### src/rtl/pipePkg.sv
package pipePkg;

    localparam int DATA_W = 32;
    localparam int REG_W  = 5;

    // ************************************************************************
    // opcode and funct encodings of the supported subset
    // ************************************************************************
    localparam logic [5:0] OP_SPECIAL  = 6'h00;
    localparam logic [5:0] OP_SPECIAL2 = 6'h1c;      // home of MUL
    localparam logic [5:0] OP_BEQ      = 6'h04;
    localparam logic [5:0] OP_BNE      = 6'h05;
    localparam logic [5:0] OP_ADDIU    = 6'h09;
    localparam logic [5:0] OP_ORI      = 6'h0d;
    localparam logic [5:0] OP_LUI      = 6'h0f;

    localparam logic [5:0] FN_SLL  = 6'h00;
    localparam logic [5:0] FN_MUL  = 6'h02;           // under OP_SPECIAL2
    localparam logic [5:0] FN_ADDU = 6'h21;
    localparam logic [5:0] FN_SUBU = 6'h23;
    localparam logic [5:0] FN_AND  = 6'h24;
    localparam logic [5:0] FN_OR   = 6'h25;
    localparam logic [5:0] FN_XOR  = 6'h26;
    localparam logic [5:0] FN_SLT  = 6'h2a;

    // ************************************************************************
    // decoded control and instruction views
    // ************************************************************************
    typedef enum logic [3:0] {
        ALU_NONE = 4'h0,                              // zero so a cleared ID/EX is a no-op
        ALU_ADDU,
        ALU_SUBU,
        ALU_AND,
        ALU_OR,
        ALU_XOR,
        ALU_SLT,
        ALU_SLL,
        ALU_LUI,
        ALU_MUL
    } aluOpT;

    typedef enum logic [1:0] {
        BR_NONE = 2'd0,
        BR_EQ,
        BR_NE
    } brCondT;

    typedef struct packed {
        logic [5:0]       opcode;
        logic [REG_W-1:0] rs;
        logic [REG_W-1:0] rt;
        logic [REG_W-1:0] rd;
        logic [REG_W-1:0] sa;
        logic [5:0]       funct;
    } rFieldsT;

    typedef struct packed {
        logic [5:0]       opcode;
        logic [REG_W-1:0] rs;
        logic [REG_W-1:0] rt;
        logic [15:0]      imm16;
    } iFieldsT;

    typedef union packed {
        rFieldsT r;
        iFieldsT i;
    } instrWordT;

endpackage

### src/rtl/idExBus.sv
`timescale 1ns/1ps

interface idExBus
    import pipePkg::*;
();
    logic [DATA_W-1:0] pc;
    logic [DATA_W-1:0] pcPlus4;
    logic [DATA_W-1:0] rd1;
    logic [DATA_W-1:0] rd2;
    logic [REG_W-1:0]  rs;
    logic [REG_W-1:0]  rt;
    logic [REG_W-1:0]  wr;                            // destination register
    logic [DATA_W-1:0] imm;                           // already sign or zero extended
    logic [REG_W-1:0]  sa;
    aluOpT             aluOp;
    brCondT            brCond;
    logic              useImm;
    logic              regWrite;
    logic              predTake;
    logic              valid;

    modport src (
        output pc, pcPlus4, rd1, rd2, rs, rt, wr, imm, sa,
        output aluOp, brCond, useImm, regWrite, predTake, valid
    );

    modport snk (
        input pc, pcPlus4, rd1, rd2, rs, rt, wr, imm, sa,
        input aluOp, brCond, useImm, regWrite, predTake, valid
    );

endinterface

### src/rtl/exSlice.sv
`timescale 1ns/1ps

module exSlice #(
    parameter int MUL_CYCLES = 4
) (
    input  logic        clk,
    input  logic        rst,
    input  logic        instrValid,
    input  logic [31:0] instr,
    input  logic [31:0] pc,
    input  logic [31:0] rd1,
    input  logic [31:0] rd2,
    input  logic        predTake,
    output logic        stall,
    output logic        redirect,
    output logic [31:0] redirectPc,
    output logic        resultValid,
    output logic [31:0] result,
    output logic [4:0]  writeReg
);
    logic flushE;
    logic mispredict;
    logic mulStart;
    logic timerStart;
    logic timerDone;

    idExBus decBus ();
    idExBus exBus ();

    instrDecode uDecode (
        .instrValid (instrValid),
        .instr      (instr),
        .pc         (pc),
        .rd1        (rd1),
        .rd2        (rd2),
        .predTake   (predTake),
        .bus        (decBus)
    );

    idEx uIdEx (
        .clk    (clk),
        .rst    (rst),
        .stallE (stall),
        .flushE (flushE),
        .d      (decBus),
        .e      (exBus)
    );

    execStage uExec (
        .clk         (clk),
        .rst         (rst),
        .hold        (stall),                           // no write-back while MUL is timing
        .e           (exBus),
        .mispredict  (mispredict),
        .mulStart    (mulStart),
        .redirectPc  (redirectPc),
        .resultValid (resultValid),
        .result      (result),
        .writeReg    (writeReg)
    );

    mulTimer #(
        .MUL_CYCLES (MUL_CYCLES)
    ) uMulTimer (
        .clk   (clk),
        .rst   (rst),
        .start (timerStart),
        .busy  (),
        .done  (timerDone)
    );

    hazardCtrl #(
        .MUL_CYCLES (MUL_CYCLES)
    ) uHazard (
        .clk        (clk),
        .rst        (rst),
        .mispredict (mispredict),
        .mulStart   (mulStart),
        .timerDone  (timerDone),
        .stallE     (stall),
        .flushE     (flushE),
        .timerStart (timerStart),
        .redirect   (redirect)
    );

endmodule

### src/rtl/execStage.sv
`timescale 1ns/1ps

module execStage
    import pipePkg::*;
(
    input  logic              clk,
    input  logic              rst,
    input  logic              hold,
    idExBus.snk               e,
    output logic              mispredict,
    output logic              mulStart,
    output logic [DATA_W-1:0] redirectPc,
    output logic              resultValid,
    output logic [DATA_W-1:0] result,
    output logic [REG_W-1:0]  writeReg
);
    logic [DATA_W-1:0] opB;
    logic [DATA_W-1:0] product;
    logic [DATA_W-1:0] aluOut;
    logic [DATA_W-1:0] brTarget;
    logic              taken;

    // ************************************************************************
    // ALU
    // ************************************************************************
    assign opB     = e.useImm ? e.imm : e.rd2;
    assign product = e.rd1 * opB;                       // low word only, sign does not matter

    always_comb begin
        case (e.aluOp)
            ALU_ADDU: aluOut = e.rd1 + opB;
            ALU_SUBU: aluOut = e.rd1 - opB;
            ALU_AND:  aluOut = e.rd1 & opB;
            ALU_OR:   aluOut = e.rd1 | opB;
            ALU_XOR:  aluOut = e.rd1 ^ opB;
            ALU_SLT:  aluOut = {{(DATA_W-1){1'b0}}, $signed(e.rd1) < $signed(opB)};
            ALU_SLL:  aluOut = e.rd2 << e.sa;
            ALU_LUI:  aluOut = {opB[15:0], 16'h0000};
            ALU_MUL:  aluOut = product;
            default:  aluOut = '0;
        endcase
    end

    assign mulStart = e.valid && (e.aluOp == ALU_MUL);

    // ************************************************************************
    // branch judge
    // ************************************************************************
    assign taken = ((e.brCond == BR_EQ) && (e.rd1 == e.rd2)) ||
                   ((e.brCond == BR_NE) && (e.rd1 != e.rd2));

    assign brTarget   = e.pcPlus4 + {e.imm[DATA_W-3:0], 2'b00};
    assign redirectPc = taken ? brTarget : e.pcPlus4;
    assign mispredict = e.valid && (e.brCond != BR_NONE) && (taken != e.predTake);

    // ************************************************************************
    // write-back register
    // ************************************************************************
    always_ff @(posedge clk) begin
        if (rst) begin
            resultValid <= 1'b0;
        end else begin
            resultValid <= e.valid && e.regWrite && !hold;    // a held MUL is not done yet
        end
    end

    always_ff @(posedge clk) begin
        if (e.valid && e.regWrite && !hold) begin
            result   <= aluOut;
            writeReg <= e.wr;
        end
    end

endmodule

### src/rtl/hazardCtrl.sv
`timescale 1ns/1ps

module hazardCtrl #(
    parameter int MUL_CYCLES = 4
) (
    input  logic clk,
    input  logic rst,
    input  logic mispredict,
    input  logic mulStart,
    input  logic timerDone,
    output logic stallE,
    output logic flushE,
    output logic timerStart,
    output logic redirect
);
    localparam logic [1:0] RUN     = 2'd0;
    localparam logic [1:0] MULWAIT = 2'd1;
    localparam logic [1:0] MULLAST = 2'd2;             // stall released, result captured

    logic [1:0] state;
    logic [1:0] stateNext;

    always_comb begin
        stateNext = state;
        case (state)
            RUN: begin
                if (mulStart) begin
                    stateNext = MULWAIT;
                end
            end
            MULWAIT: begin
                if (timerDone) begin
                    stateNext = MULLAST;
                end
            end
            default: stateNext = RUN;
        endcase
    end

    always_ff @(posedge clk) begin
        if (rst) begin
            state <= RUN;
        end else begin
            state <= stateNext;
        end
    end

    assign timerStart = (state == RUN) && mulStart;
    assign stallE     = timerStart || (state == MULWAIT);
    assign flushE     = (state == RUN) && mispredict;
    assign redirect   = flushE;

    assert property (@(posedge clk) disable iff (rst)
        $rose(stallE) |-> ##[1:MUL_CYCLES] !stallE)
        else $error("stall held longer than MUL_CYCLES");

endmodule

### src/rtl/idEx.sv
`timescale 1ns/1ps

module idEx
    import pipePkg::*;
(
    input  logic clk,
    input  logic rst,
    input  logic stallE,
    input  logic flushE,
    idExBus.snk  d,
    idExBus.src  e
);

    always_ff @(posedge clk) begin
        if (rst || flushE) begin
            e.pc       <= '0;
            e.pcPlus4  <= '0;
            e.rd1      <= '0;
            e.rd2      <= '0;
            e.rs       <= '0;
            e.rt       <= '0;
            e.wr       <= '0;
            e.imm      <= '0;
            e.sa       <= '0;
            e.aluOp    <= ALU_NONE;
            e.brCond   <= BR_NONE;
            e.useImm   <= 1'b0;
            e.regWrite <= 1'b0;
            e.predTake <= 1'b0;
            e.valid    <= 1'b0;
        end else if (!stallE) begin
            e.pc       <= d.pc;
            e.pcPlus4  <= d.pcPlus4;
            e.rd1      <= d.rd1;
            e.rd2      <= d.rd2;
            e.rs       <= d.rs;
            e.rt       <= d.rt;
            e.wr       <= d.wr;
            e.imm      <= d.imm;
            e.sa       <= d.sa;
            e.aluOp    <= d.aluOp;
            e.brCond   <= d.brCond;
            e.useImm   <= d.useImm;
            e.regWrite <= d.regWrite;
            e.predTake <= d.predTake;
            e.valid    <= d.valid;
        end
    end

    // a flush comes from a branch in E and a stall from a MUL in E, never both
    assert property (@(posedge clk) disable iff (rst) !(flushE && stallE))
        else $error("flushE and stallE asserted together");

endmodule

### src/rtl/instrDecode.sv
`timescale 1ns/1ps

module instrDecode
    import pipePkg::*;
(
    input  logic              instrValid,
    input  logic [DATA_W-1:0] instr,
    input  logic [DATA_W-1:0] pc,
    input  logic [DATA_W-1:0] rd1,
    input  logic [DATA_W-1:0] rd2,
    input  logic              predTake,
    idExBus.src               bus
);
    instrWordT         iw;
    logic [DATA_W-1:0] immSx;
    logic [DATA_W-1:0] immZx;

    assign iw    = instr;
    assign immSx = {{(DATA_W-16){iw.i.imm16[15]}}, iw.i.imm16};
    assign immZx = {{(DATA_W-16){1'b0}}, iw.i.imm16};

    assign bus.pc       = pc;
    assign bus.pcPlus4  = pc + DATA_W'(4);
    assign bus.rd1      = rd1;
    assign bus.rd2      = rd2;
    assign bus.valid    = instrValid;
    assign bus.predTake = instrValid && predTake && (bus.brCond != BR_NONE);    // branches only

    always_comb begin
        bus.rs       = iw.i.rs;
        bus.rt       = iw.i.rt;
        bus.wr       = '0;
        bus.imm      = '0;
        bus.sa       = '0;
        bus.aluOp    = ALU_NONE;
        bus.brCond   = BR_NONE;
        bus.useImm   = 1'b0;
        bus.regWrite = 1'b0;
        case (iw.r.opcode)
            OP_SPECIAL: begin
                bus.wr = iw.r.rd;
                bus.sa = iw.r.sa;
                case (iw.r.funct)
                    FN_ADDU: bus.aluOp = ALU_ADDU;
                    FN_SUBU: bus.aluOp = ALU_SUBU;
                    FN_AND:  bus.aluOp = ALU_AND;
                    FN_OR:   bus.aluOp = ALU_OR;
                    FN_XOR:  bus.aluOp = ALU_XOR;
                    FN_SLT:  bus.aluOp = ALU_SLT;
                    FN_SLL:  bus.aluOp = ALU_SLL;
                    default: bus.aluOp = ALU_NONE;
                endcase
                bus.regWrite = (bus.aluOp != ALU_NONE);
            end
            OP_SPECIAL2: begin
                bus.wr       = iw.r.rd;
                bus.aluOp    = (iw.r.funct == FN_MUL) ? ALU_MUL : ALU_NONE;
                bus.regWrite = (iw.r.funct == FN_MUL);
            end
            OP_ADDIU, OP_ORI, OP_LUI: begin
                bus.wr       = iw.i.rt;                 // I-type writes rt
                bus.useImm   = 1'b1;
                bus.regWrite = 1'b1;
                bus.imm      = (iw.i.opcode == OP_ADDIU) ? immSx : immZx;
                bus.aluOp    = (iw.i.opcode == OP_ADDIU) ? ALU_ADDU :
                               (iw.i.opcode == OP_ORI)   ? ALU_OR   : ALU_LUI;
            end
            OP_BEQ, OP_BNE: begin
                bus.imm    = immSx;
                bus.brCond = (iw.i.opcode == OP_BEQ) ? BR_EQ : BR_NE;
            end
            default: ;                                  // anything else retires as a no-op
        endcase
    end

endmodule

### src/rtl/mulTimer.sv
`timescale 1ns/1ps

module mulTimer #(
    parameter int MUL_CYCLES = 4
) (
    input  logic clk,
    input  logic rst,
    input  logic start,
    output logic busy,
    output logic done
);
    localparam int CNT_W = $clog2(MUL_CYCLES);

    logic [CNT_W-1:0] count;

    // the start cycle itself is the first of the MUL_CYCLES
    always_ff @(posedge clk) begin
        if (rst) begin
            count <= '0;
        end else if (start) begin
            count <= CNT_W'(MUL_CYCLES - 1);
        end else if (count != '0) begin
            count <= count - 1'b1;
        end
    end

    assign busy = (count != '0);
    assign done = (count == CNT_W'(1));                 // last stalled cycle

    assert property (@(posedge clk) disable iff (rst) start |-> !busy)
        else $error("multiply timer restarted while busy");

endmodule

### config.mk
export PLATFORM = sky130hd
export DESIGN_NAME = exSlice
export DESIGN_NICKNAME = d
export VERILOG_FILES = /design/src/rtl/pipePkg.sv /design/src/rtl/idExBus.sv /design/src/rtl/exSlice.sv /design/src/rtl/execStage.sv /design/src/rtl/hazardCtrl.sv /design/src/rtl/idEx.sv /design/src/rtl/instrDecode.sv /design/src/rtl/mulTimer.sv
export SDC_FILE = /design/constraint.sdc
export NUM_CORES = 2
export LEC_CHECK = 0
export ABC_CLOCK_PERIOD_IN_PS = 10300
export BUFFER_PORTS_ARGS = -buffer_cell sky130_fd_sc_hd__buf_2
export CORE_MARGIN = 2
export CORE_UTILIZATION = 40
export CTS_CLUSTER_SIZE = 24
export DETAILED_ROUTE_END_ITERATION = 6
export GPL_ROUTABILITY_DRIVEN = 1
export PLACE_DENSITY_LB_ADDON = 0.2
export SLEW_MARGIN = 40
export SYNTH_ARGS = -nofsm -noshare
export SYNTH_HDL_FRONTEND = slang
export SYNTH_HIERARCHICAL = 1
export SYNTH_SLANG_ARGS = --single-unit
export TNS_END_PERCENT = 5
### constraint.sdc
create_clock -name clk -period 10.3 [get_ports clk]
set_input_delay 1.03 -clock clk [delete_from_list [all_inputs] [get_ports clk]]
set_output_delay 1.03 -clock clk [all_outputs]
set_load 0.005 [all_outputs]
==> results.md <==
- The run finished with clean final reports.
- TritonCTS built the clock tree.
- The classification of the worst setup path is flop to flop.
- The detailed-route DRC error count is 0.
- The ratio of routed vias to standard cells is 5.694.
- The routability congestion estimate from global placement is 1.015.
- The total cell area at the placement stage is 34,000 µm².
- The die covers 83,070 µm².
- The final number of max-transition violations is 0.
- Setup repair after global routing left no endpoint under its margin.
- Across every metal layer, demand over resource in global routing totals 30.95%.
- The core footprint is 80,290 µm².
- The tool flagged a number of max-cap violations equal to 0.
- Summed over all layers, the global routing overflow is 0.
- Once the floorplan was initialized, standard cells occupied 40.24% of the core.
- The worst slew slack as a fraction of its limit is 32.97%.
- After layout, the minimum clock period comes to 8798 ps.
- The number of sinks on the clock net is 190.
- The largest single stage delay on the critical path is 750 ps.
- At the worst endpoint, the required time is 10,530 ps.
- CTS placed an instance of clkbuf_16 at the clock tree root.
- The cell type of the slowest stage on the worst timing path is clkinv_1.
- The share of the clock period used by the worst path after layout is 85.42%.
- Power spread over the standard cell area amounts to 122.0 nW/µm².
- The row count is 104.
- The die is 288.2 µm wide.
- Once layout is complete, the utilization of the core stands at 43.12%.
- The maximum fanout along the worst path is 15.
- The wire length per cell after detailed routing is 25.81 µm.
- STA classifies the critical path startpoint as a flop.
- The longest clock path from root to sink contains 2 buffers.
- The count of final hold-check violations was 0.
- On the final layout, the worst hold slack is 438.7 ps.
- The highest clock frequency the design can meet is 113.7 MHz.
- In the final timing run, aggregate negative setup slack is 0 ps.
- The design draws 4225 µW.
- Setup violations remaining at the end of the flow were counted as 0.
- Before antenna repair, the detailed router went through 5 iterations.
- The floorplan step set the die height to 288.2 µm.
- The insertion delay to the later sink of the worst-skew pair is 530 ps.
- The startpoint of the lowest-slack register-to-register path is uIdEx/e.rd1[10]$_SDFFE_PP0N_.
- The I/O pin count is 204.
- The tightest min-delay check is of the flop to flop type.
- The critical path starts at uIdEx/e.rd1[10]$_SDFFE_PP0N_.
- The data arrival time of the critical path is 9030 ps.
- After clock tree synthesis, the flow added hold-fix buffers numbering 0.
- The wire length of the first global-routing pass is 187,200 µm.
- In this run the number of H-tree levels came out at 4.
- The reg2reg setup slack is 1500 ps.
- In this run the static leakage power is 0.01534 µW.
- The average size of a mapped cell is 8.454 µm².
- After the last flow step, the layout net total stands at 4,642.
- The count of input and output buffers is 198.
- The worst hold path begins at uIdEx/e.wr[4]$_SDFFE_PP0N_.
- The gate count after technology mapping is 3,822.
- The via count of the first global-routing pass is 28,120.
- The clock skew is 31.62 ps.
- Gates resized during post-CTS repair numbered 0.
- The number of nets handed over by synthesis was 4,616.
- The number of DRC markers in iteration 0 is 2,586.
- Entering global routing, the biggest net connects 77 pins.
- After clock tree synthesis, the clock-pin slew on the worst setup and hold paths is 90 ps.
- The synthesis-to-finish area growth is 7.145%.
- Detailed routing inserted a total of 28,030 vias.
- The cell repeated most along the worst path is fa_1.
- The detail route stage leaves a number of antenna-violating nets equal to 0.
- The kind of capture point of the worst setup path is a flop.
- The maximum ir drop on the vdd rail is 146.2 µV.
- Summed over all layers, the routed wires come to 127,000 µm.
- The fraction of final layout cells with drive strength greater than 1 is 11.40%.
- With fillers left out, the area of the finished cells amounts to 34,620 µm².
- The count of synthesis-stage warnings from yosys is 6.
- The post-CTS setup repair buffer count is 0.
- The initial antenna violation count is 7.
- The netlist area before placement is 32,310 µm².
- The HPWL after detailed placement is 99,170 µm.
- For the pin with the worst max-slew slack, the measured transition is 1002 ps.
- The number of clock buffers added by TritonCTS is 17.
[sequential cells by signal (all words and copies together) (netlist names), 2 cells and up]
name	count
uIdEx/e.pcPlus4	32
uIdEx/e.brCond	2
uIdEx/e.sa	5
uIdEx/e.rd2	32
uHazard/state	2
uIdEx/e.wr	5
uExec/result	32
uIdEx/e.aluOp	4
uIdEx/e.rd1	32
uIdEx/e.imm	32
uMulTimer/count	2
uExec/writeReg	5
[layout by cell type, fill, tap and decap left out, drive strengths merged, types with 10 or more instances in the layout]
cell    count
fa        411
nor4       22
mux2i     202
nor2b      18
a22oi      21
xor2       62
a221o      12
a21o       37
edfxtp     37
nor3       46
o21bai     21
o21ai     101
buf       289
o22ai      22
xnor2     112
a221oi     32
a211oi     22
clkinv     16
o211ai     21
nand2b     25
nand3      27
a31oi      15
ha        251
nand2     332
a21oi     132
mux2       23
clkbuf     17
and2       32
nor2      624
inv       498
or3        22
dfxtp     153
and3       11
o21a       25
nand4      19
nor3b      10
mux4       19
[critical path, delay by kind of cell, from the launching register on]
kind                       cells  cell delay, ps
adders and majority gates      9            4280
buffers and inverters          6            1260
and+or+nand+nor                1             340
AOI/OAI and AO/OA              8            2100
DFF                            1             310
xor gates and xnor gates       1             190
[routing by layer]
metal,GRT usage (%),up-vias,share of wire [%]
li1,-,12480,-
met1,40.23,13870,41
met2,49.01,1325,45
met3,6.011,335,8.4
met4,16.01,10,5.9
met5,0,-,0.045
[where the power goes]
part	switching, µW	internal (µW)
clock network	381	350
registers	47.0	784
logic	1650	1020
[layout make-up]
class	count	area, µm²
antenna	1	2.502
clock buffer	17	425.4
clock inverter	15	191.4
fill	8097	45670
inverter	502	1884
multi-input combinational	2848	24900
sequential	190	4177
tap	1060	1326
timing repair buffer	289	1714
[worst paths after layout]
check | depth (start not counted) | endpoint
worst min register to register | 0 | uExec/writeReg[4]$_DFFE_PP_
worst max register to register | 25 | uExec/result[29]$_DFFE_PP_
worst min-delay path | 0 | uExec/writeReg[4]$_DFFE_PP_
worst max-delay path | 25 | uExec/result[29]$_DFFE_PP_
[metrics by stage]
step           worst slack [ps]  std cells
2_1_floorplan              2180       3822
3_3_place_gp               1639       4887
3_5_place_dp               1637       4889
4_1_cts                    1593       4921
5_1_grt                    1207       4922
6_report                   1502       4922
Power figures use the tool's default switching activity.
